[src/rtl/ooo_defs.svh]
////////////////////
// sizes for the out-of-order back end
// pc width, register index widths, buffer depth, latency, execute slots
////////////////////

`ifndef OOO_DEFS_SVH
`define OOO_DEFS_SVH

`define XLEN       32   // pc width
`define AREG_LEN   5    // 32 architectural regs
`define PRF_LEN    6    // physical reg index width
`define PRF_SIZE   64   // physical reg count
`define ROB_LEN    3    // rob index width
`define ROB_SIZE   8    // rob depth, power of two
`define LAT_LEN    3    // latency 1..7
`define EXEC_SLOTS 4    // countdown slots in execute

`endif

[src/rtl/rename_pkg.sv]
////////////////////
// register and pc types used by rename and retire
////////////////////

`default_nettype none

`include "ooo_defs.svh"

package rename_pkg;

    // program counter
    typedef logic [`XLEN-1:0] pc_t;

    // architectural reg, 0 means no destination
    typedef logic [`AREG_LEN-1:0] areg_t;

    // physical reg
    typedef logic [`PRF_LEN-1:0] preg_t;

endpackage

`default_nettype wire

[src/rtl/rob_pkg.sv]
////////////////////
// reorder buffer types
// slot index, latency, buffer state
////////////////////

`default_nettype none

`include "ooo_defs.svh"

package rob_pkg;

    // slot number in the circular buffer
    typedef logic [`ROB_LEN-1:0] rob_idx_t;

    // execution latency, 1 to 7 cycles
    typedef logic [`LAT_LEN-1:0] lat_t;

    // rob_recover lasts one cycle after a flush
    typedef enum logic {
        rob_run,
        rob_recover
    } rob_state_t;

endpackage

`default_nettype wire

[src/rtl/exec_unit.sv]
////////////////////
// execute stage
// latency countdown slots, out-of-order completion
////////////////////

`timescale 1ns/1ps
`default_nettype none

`include "ooo_defs.svh"

module exec_unit (
    input  wire                    clock,
    input  wire                    rst,
    input  wire                    dispatch,
    input  wire rob_pkg::rob_idx_t tail,          // rob slot of the new instr
    input  wire rob_pkg::lat_t     in_lat,
    input  wire                    in_mispred,
    input  wire                    flush,
    output logic                   exec_busy,     // no free slot
    output logic                   done,
    output rob_pkg::rob_idx_t      done_idx,
    output logic                   done_mispred
);

    logic [`EXEC_SLOTS-1:0] busy;
    logic [`EXEC_SLOTS-1:0] ready;        // count ran out
    logic [`EXEC_SLOTS-1:0] done_hot;     // lowest ready slot
    logic [`EXEC_SLOTS-1:0] free_hot;     // lowest idle slot
    rob_pkg::rob_idx_t      slot_idx [`EXEC_SLOTS];
    rob_pkg::lat_t          slot_cnt [`EXEC_SLOTS];
    logic [`EXEC_SLOTS-1:0] slot_mis;

    always_comb begin
        for (int i = 0; i < `EXEC_SLOTS; i++) begin
            ready[i] = busy[i] && (slot_cnt[i] <= 1);
        end
    end

    assign done_hot  = ready & (~ready + 1'b1);     // isolate lowest set bit
    assign free_hot  = ~busy & (busy + 1'b1);       // lowest clear bit
    assign exec_busy = &busy;
    assign done      = |ready;

    // one-hot select of the finishing slot
    always_comb begin
        done_idx     = '0;
        done_mispred = 1'b0;
        for (int i = 0; i < `EXEC_SLOTS; i++) begin
            if (done_hot[i]) begin
                done_idx     = slot_idx[i];
                done_mispred = slot_mis[i];
            end
        end
    end

    always_ff @(posedge clock) begin
        if (rst || flush) begin
            busy <= '0;
        end else begin
            for (int i = 0; i < `EXEC_SLOTS; i++) begin
                if (dispatch && free_hot[i]) begin
                    busy[i] <= 1'b1;
                end else if (done_hot[i]) begin
                    busy[i] <= 1'b0;            // losers stay ready, retry next cycle
                end
            end
        end
    end

    // load on dispatch, count down while busy
    always_ff @(posedge clock) begin
        for (int i = 0; i < `EXEC_SLOTS; i++) begin
            if (dispatch && free_hot[i]) begin
                slot_idx[i] <= tail;
                slot_cnt[i] <= in_lat;
                slot_mis[i] <= in_mispred;
            end else if (busy[i] && slot_cnt[i] > 1) begin
                slot_cnt[i] <= slot_cnt[i] - 1'b1;
            end
        end
    end

endmodule

`default_nettype wire

[src/rtl/ooo_core.sv]
////////////////////
// top level of the back end
// rename, rob, execute, retire
////////////////////

`timescale 1ns/1ps
`default_nettype none

`include "ooo_defs.svh"

module ooo_core (
    input  wire                    clock,
    input  wire                    rst,
    input  wire                    in_valid,
    input  wire rename_pkg::pc_t   in_pc,
    input  wire rename_pkg::areg_t in_areg,
    input  wire rob_pkg::lat_t     in_lat,
    input  wire                    in_mispred,
    output logic                   stall,
    output logic                   commit_valid,
    output rename_pkg::pc_t        commit_pc,
    output rename_pkg::areg_t      commit_areg,
    output rename_pkg::preg_t      commit_preg,
    output logic                   flush
);

    logic                                     dispatch;
    rename_pkg::preg_t                        dispatch_preg;
    rob_pkg::rob_idx_t                        tail;
    logic                                     full;
    rob_pkg::rob_state_t                      rob_state;
    logic                                     exec_busy;
    logic                                     done;
    rob_pkg::rob_idx_t                        done_idx;
    logic                                     done_mispred;
    logic                                     free_valid;     // retire -> rename
    rename_pkg::preg_t                        free_preg;
    rename_pkg::preg_t [(1 << `AREG_LEN)-1:0] rrat_map;
    logic [`PRF_SIZE-1:0]                     used_mask;

    rename_stage rename0 (
        .clock, .rst, .in_valid, .in_areg, .full, .exec_busy, .rob_state,
        .free_valid, .free_preg, .flush, .rrat_map, .used_mask,
        .stall, .dispatch, .dispatch_preg
    );

    rob rob0 (
        .clock, .rst, .dispatch, .in_pc, .in_areg, .dispatch_preg,
        .done, .done_idx, .done_mispred, .tail, .full, .rob_state,
        .commit_valid, .commit_pc, .commit_areg, .commit_preg, .flush
    );

    exec_unit exec0 (
        .clock, .rst, .dispatch, .tail, .in_lat, .in_mispred, .flush,
        .exec_busy, .done, .done_idx, .done_mispred
    );

    retire_map retire0 (
        .clock, .rst, .commit_valid, .commit_areg, .commit_preg,
        .free_valid, .free_preg, .rrat_map, .used_mask
    );

endmodule

`default_nettype wire

[src/rtl/rename_stage.sv]
////////////////////
// rename stage
// free list, speculative map table, dispatch control
////////////////////

`timescale 1ns/1ps
`default_nettype none

`include "ooo_defs.svh"

module rename_stage (
    input  wire                                      clock,
    input  wire                                      rst,
    input  wire                                      in_valid,
    input  wire rename_pkg::areg_t                   in_areg,
    input  wire                                      full,
    input  wire                                      exec_busy,
    input  wire rob_pkg::rob_state_t                 rob_state,
    input  wire                                      free_valid,   // from retire
    input  wire rename_pkg::preg_t                   free_preg,
    input  wire                                      flush,
    input  wire rename_pkg::preg_t [(1 << `AREG_LEN)-1:0] rrat_map,
    input  wire [`PRF_SIZE-1:0]                      used_mask,
    output logic                                     stall,
    output logic                                     dispatch,
    output rename_pkg::preg_t                        dispatch_preg
);

    localparam int AREG_NUM = 1 << `AREG_LEN;

    logic [`PRF_SIZE-1:0] free_list;        // 1 = free
    rename_pkg::preg_t    spec_map [AREG_NUM];
    rename_pkg::preg_t    alloc_preg;       // lowest free reg
    logic                 need_preg;        // instr has a destination

    assign need_preg = (in_areg != '0);

    assign stall = full | (free_list == '0) | exec_busy
                 | (rob_state == rob_pkg::rob_recover);

    assign dispatch = in_valid & ~stall;    // strobes under stall dropped

    // no destination -> keep current mapping, nothing allocated
    assign dispatch_preg = need_preg ? alloc_preg : spec_map[in_areg];

    // priority pick, lowest index wins
    always_comb begin
        alloc_preg = '0;
        for (int i = `PRF_SIZE - 1; i >= 0; i--) begin
            if (free_list[i]) begin
                alloc_preg = rename_pkg::preg_t'(i);
            end
        end
    end

    ////////////////////
    // map and free list update
    ////////////////////

    always_ff @(posedge clock) begin
        if (rst) begin
            for (int i = 0; i < `PRF_SIZE; i++) begin
                free_list[i] <= (i >= AREG_NUM);    // identity mapping holds the low regs
            end
            for (int i = 0; i < AREG_NUM; i++) begin
                spec_map[i] <= rename_pkg::preg_t'(i);
            end
        end else if (flush) begin
            // roll back to committed state
            free_list <= ~used_mask;
            for (int i = 0; i < AREG_NUM; i++) begin
                spec_map[i] <= rrat_map[i];
            end
        end else begin
            if (free_valid) begin
                free_list[free_preg] <= 1'b1;       // overwritten by commit
            end
            if (dispatch && need_preg) begin
                free_list[alloc_preg] <= 1'b0;
                spec_map[in_areg]     <= alloc_preg;
            end
        end
    end

endmodule

`default_nettype wire

[src/rtl/retire_map.sv]
////////////////////
// retirement map table
// frees overwritten regs, tracks mapped regs for flush
////////////////////

`timescale 1ns/1ps
`default_nettype none

`include "ooo_defs.svh"

module retire_map (
    input  wire                                  clock,
    input  wire                                  rst,
    input  wire                                  commit_valid,
    input  wire rename_pkg::areg_t               commit_areg,
    input  wire rename_pkg::preg_t               commit_preg,
    output logic                                 free_valid,
    output rename_pkg::preg_t                    free_preg,    // previous mapping
    output rename_pkg::preg_t [(1 << `AREG_LEN)-1:0] rrat_map, // includes this commit
    output logic [`PRF_SIZE-1:0]                 used_mask
);

    localparam int AREG_NUM = 1 << `AREG_LEN;

    rename_pkg::preg_t [AREG_NUM-1:0] map_q;
    logic [`PRF_SIZE-1:0]             used_q;
    logic                             wr;       // commit with a destination

    assign wr         = commit_valid & (commit_areg != '0);
    assign free_valid = wr;
    assign free_preg  = map_q[commit_areg];

    // next table, so a flush sees the mispredicted instr's own commit
    always_comb begin
        rrat_map  = map_q;
        used_mask = used_q;
        if (wr) begin
            rrat_map[commit_areg]  = commit_preg;
            used_mask[free_preg]   = 1'b0;
            used_mask[commit_preg] = 1'b1;
        end
    end

    always_ff @(posedge clock) begin
        if (rst) begin
            for (int i = 0; i < AREG_NUM; i++) begin
                map_q[i] <= rename_pkg::preg_t'(i);     // areg i -> preg i
            end
            for (int j = 0; j < `PRF_SIZE; j++) begin
                used_q[j] <= (j < AREG_NUM);
            end
        end else begin
            map_q  <= rrat_map;
            used_q <= used_mask;
        end
    end

endmodule

`default_nettype wire

[src/rtl/rob.sv]
////////////////////
// reorder buffer
// in-order dispatch and commit, out-of-order completion, flush
////////////////////

`timescale 1ns/1ps
`default_nettype none

`include "ooo_defs.svh"

module rob (
    input  wire                        clock,
    input  wire                        rst,
    input  wire                        dispatch,
    input  wire rename_pkg::pc_t       in_pc,
    input  wire rename_pkg::areg_t     in_areg,
    input  wire rename_pkg::preg_t     dispatch_preg,
    input  wire                        done,          // from execute
    input  wire rob_pkg::rob_idx_t     done_idx,
    input  wire                        done_mispred,
    output rob_pkg::rob_idx_t          tail,          // slot of next dispatch
    output logic                       full,
    output rob_pkg::rob_state_t        rob_state,
    output logic                       commit_valid,
    output rename_pkg::pc_t            commit_pc,
    output rename_pkg::areg_t          commit_areg,
    output rename_pkg::preg_t          commit_preg,
    output logic                       flush
);

    rob_pkg::rob_idx_t    head;
    logic [`ROB_LEN:0]    count;              // one extra bit, 0..ROB_SIZE

    // entry payload
    rename_pkg::pc_t      ent_pc   [`ROB_SIZE];
    rename_pkg::areg_t    ent_areg [`ROB_SIZE];
    rename_pkg::preg_t    ent_preg [`ROB_SIZE];
    logic [`ROB_SIZE-1:0] ent_done;           // executed flag
    logic [`ROB_SIZE-1:0] ent_mis;            // mispredict flag

    assign full = (count == `ROB_SIZE);

    // head retires once executed
    assign commit_valid = (count != '0) & ent_done[head];
    assign commit_pc    = ent_pc[head];
    assign commit_areg  = ent_areg[head];
    assign commit_preg  = ent_preg[head];

    // mispredict at head flushes everything younger
    assign flush = commit_valid & ent_mis[head];

    ////////////////////
    // pointers, flags, state
    ////////////////////

    always_ff @(posedge clock) begin
        if (rst) begin
            head      <= '0;
            tail      <= '0;
            count     <= '0;
            ent_done  <= '0;
            rob_state <= rob_pkg::rob_run;
        end else if (flush) begin
            head      <= '0;              // buffer empties in one edge
            tail      <= '0;
            count     <= '0;
            rob_state <= rob_pkg::rob_recover;
        end else begin
            rob_state <= rob_pkg::rob_run;
            if (dispatch) begin
                ent_done[tail] <= 1'b0;
                ent_mis[tail]  <= 1'b0;
                tail           <= tail + 1'b1;    // wraps at ROB_SIZE
            end
            if (done) begin
                ent_done[done_idx] <= 1'b1;
                ent_mis[done_idx]  <= done_mispred;
            end
            if (commit_valid) begin
                head <= head + 1'b1;
            end
            count <= count + (`ROB_LEN+1)'(dispatch) - (`ROB_LEN+1)'(commit_valid);
        end
    end

    // payload written at tail
    always_ff @(posedge clock) begin
        if (dispatch) begin
            ent_pc[tail]   <= in_pc;
            ent_areg[tail] <= in_areg;
            ent_preg[tail] <= dispatch_preg;
        end
    end

endmodule

`default_nettype wire

[config.mk]
export PLATFORM = sky130hd
export DESIGN_NAME = ooo_core
export DESIGN_NICKNAME = d
export VERILOG_FILES = /design/src/rtl/rename_pkg.sv /design/src/rtl/rob_pkg.sv /design/src/rtl/exec_unit.sv /design/src/rtl/ooo_core.sv /design/src/rtl/rename_stage.sv /design/src/rtl/retire_map.sv /design/src/rtl/rob.sv
export VERILOG_INCLUDE_DIRS = /design/src /design/src/rtl
export SDC_FILE = /design/constraint.sdc
export NUM_CORES = 2
export LEC_CHECK = 0
export ABC_AREA = 1
export BUFFER_PORTS_ARGS = -buffer_cell sky130_fd_sc_hd__buf_2
export CORE_UTILIZATION = 60
export DETAILED_ROUTE_END_ITERATION = 6
export PLACE_DENSITY = 0.77
export SYNTH_ARGS = -nofsm -noshare
export SYNTH_HDL_FRONTEND = slang
export SYNTH_SLANG_ARGS = --single-unit
[constraint.sdc]
create_clock -name clock -period 12.75 [get_ports clock]
set_input_delay 1.9125 -clock clock [delete_from_list [all_inputs] [get_ports clock]]
set_output_delay 1.9125 -clock clock [all_outputs]
set_load 0.01 [all_outputs]
==> out/results.ini <==
[status]
outcome = complete, but fails checks
violations = DRC, capacitance limit, slew limit

[synth]
synth_most_common_cell = nor2_1
yosysTopAreaCellShare_pct = 38.5
synth-seq-area-share_pct = 60.5
synth_cells = 3451
synth.area.top_cells = edfxtp_1 (38%), dfxtp_1 (22%), nor2_1 (6.9%)
async_reset_ff_share_pct = 0
synth.ff_latch_count = 750
synth_cell_types = 48
synthTopCellsByCount = nor2_1 (581), nand2_1 (517), edfxtp_1 (404), o21ai_0 (391), dfxtp_1 (346)
synth_ff_type = edfxtp_1
syn-mean-instance-area_um2 = 9.13
yosys.area.top_type = edfxtp_1
yosys_warnings = 0
synth_edf_count = 404
syn_area_um2 = 31500
syn_nets = 3512

[die]
die_area_um2 = 53500
die_height_um = 231
die_w_um = 231
rows = 83
core_um2 = 51600
io_pins = 90
start_util_pct = 61.1

[timing]
clock-skew-final_ns = 0.0180
slew_violations = 9
period_share_pct = 56.3
fin_tns_setup_ns = 0
fin_hold_ws_ns = 0.455
setup_viol = 0
worst_slack_ns = 5.57
rsz0062_at_grt = false
maxSlewHeadroom_pct = -3.30
timing.fmax_ghz = 0.139
worstMarginPinSlew_ns = 1.54
timing.final.hold_violations = 0
fin_crit_ns = 7.18

[place]
gp_congestion = 0.960
port_buffers = 89
place_area_um2 = 32500
place_inst = 4067
place_hpwl_mm = 52.2
dp_slack_ns = 5.89

[pwr]
clkPwrFrac_pct = 31.5
power_mw = 6.77
combinationalPowerShare_pct = 26.8
ir_worst_vdd_v = 0.000309
pwr-share-seq_pct = 41.7
power_switching_share_pct = 35.0
powerDensity_nw_per_um2 = 194
p_leak_nw = 13.1
power.switching_mw = 2.37
internal-power_mw = 4.40

[global_route]
grtUsageTotal_pct = 31.8
grt_pass1_vias = 25100
antenna_found_initial = 1
grt_max_degree = 110
grt_pass1_wl_mm = 133
grt_overflow = 0

[worst_setup_path]
end_kind = register
slowest_delay_ns = 1.15
path_max_fanout = 48
path_common_cell = nand2_1
worst_ep_required_time_ns = 13.29
criticalPathCategory = reg -> reg
critPathSlowestCell = nor3_1
crit_arrival_ns = 7.72
cp_cell_sequence = inv_2, buf_4, o21ai_1, o22ai_1, nand2_1, o21ai_2, nor2_2, buf_4, clkinv_1, buf_4, o22ai_1, a221oi_1, nand2_1, nand4_1, nor4_1, inv_1, nor2_1, inv_1, nor3_1, nand2_1, a32oi_1, o21ai_1, nand2_1
worstSetupStartpointType = register

[cts]
cts-root-buf = clkbuf_16
insertion_delay_ns = 0.62
numClockSinks = 750
cts_buffers = 76
htree_levels = 3
clk_pin_slew_ns = 0.06
holdBufCountCts = 0
cts_tree = done
cts-resized-gates = 0
clockBufferDepth = 3
post-cts-setup-buffers = 0

[routing]
wirelength_mm = 85.9
ant_nets = 0
wl_per_cell_um = 20.4
first_pass_iters = 7
drc = 11
drt-initial-drc-count = 3410
vias_per_cell = 6.21
vias = 26100

[worst_hold_path]
hp-class = reg -> reg

[finish]
fin_nets = 3526
area_growth_pct = 10.6
fin_util_pct = 67.5
drive_above_1_share_pct = 8.04
final_area_um2 = 34900
fin_cells = 4203

[run]
maxCapViolCount = 1

## flip-flops by register name, indices dropped and copies added (netlist names), named ones only
register           flops
rob0.head              3
rename0.spec_map      24
rob0.tail              3
rob0.rob_state         1
rob0.ent_mis           8
rob0.ent_done          8
rob0.ent_areg         40
rob0.count             4
exec0.slot_cnt        12
exec0.slot_idx        12
exec0.slot_mis         4
rob0.ent_preg         48
exec0.busy             4
retire0.used_q        64
rob0.ent_pc          256
rename0.free_list     64
retire0.map_q        192
## critical path: cells and delay by family (launching register included)
kind / cells / cell delay (ns)
simple gates: 9 / 2.72
buf+inv: 7 / 2.25
compound gates: 7 / 1.10
flops: 1 / 0.97
## layout by cell type (no fill, tap or decap), types with 16 or more instances in the layout
cell,netlist,routed
nor2_1,581,573
nand2_1,517,517
edfxtp_1,404,404
o21ai_0,391,388
dfxtp_1,346,344
inv_1,247,243
a21oi_1,230,229
o22ai_1,126,126
buf_2,7,88
clkbuf_16,0,79
nand3_1,75,75
a22oi_1,60,60
o21ai_1,56,59
buf_4,0,46
a31oi_1,40,40
nor3_1,33,29
a32oi_1,27,27
clkbuf_1,173,21
clkinv_1,8,17
a221oi_1,16,16
ha_1,16,16
## power groups by stage
stage / combinational [mW] / clock (mW) / sequential [mW]
after global routing: 1.94 / 2.25 / 2.83
after global placement: 1.70 / 0 / 2.86
final: 1.81 / 2.13 / 2.82
after CTS: 1.76 / 2.15 / 2.82
after detailed placement: 1.75 / 0 / 2.87
after floorplan: 1.12 / 0 / 2.83
## cell type report
type	instances	area, um2
diodes	1	2.50
fillers	3961	16800
multi-input cells	2243	10800
well taps	680	851
inverters	260	981
clock buffers	107	2150
flip-flops and latches	750	19100
clock inverters	28	218
repair buffers	134	786
## path summary, 6_finish.rpt
kind	cells past startpoint	end	slack (ns)	start
max	23	rename0.free_list[54]	5.57	register
min	2	retire0.used_q[16]	0.46	retire0.used_q[16]
max reg2reg	23	rename0.free_list[54]	5.57	register
min reg2reg	2	retire0.used_q[16]	0.46	retire0.used_q[16]
## routing by layer
layer,vias to the layer above,part of all wire [%],global-route usage [%]
met5,-,0.019,0
met4,2,4.1,15.6
met3,251,10,5.65
met2,1493,47,51.5
met1,12400,39,41.5
li1,12000,-,-
## kinds of logic after synthesis
logic type      synth area share [%]
compound gates                  17.6
xor+xnor                       0.139
fa+ha+maj                      0.699
buf+inv                         5.53
flops                           60.5
simple gates                    15.6
Note: power is estimated with default switching activity, not from simulation.
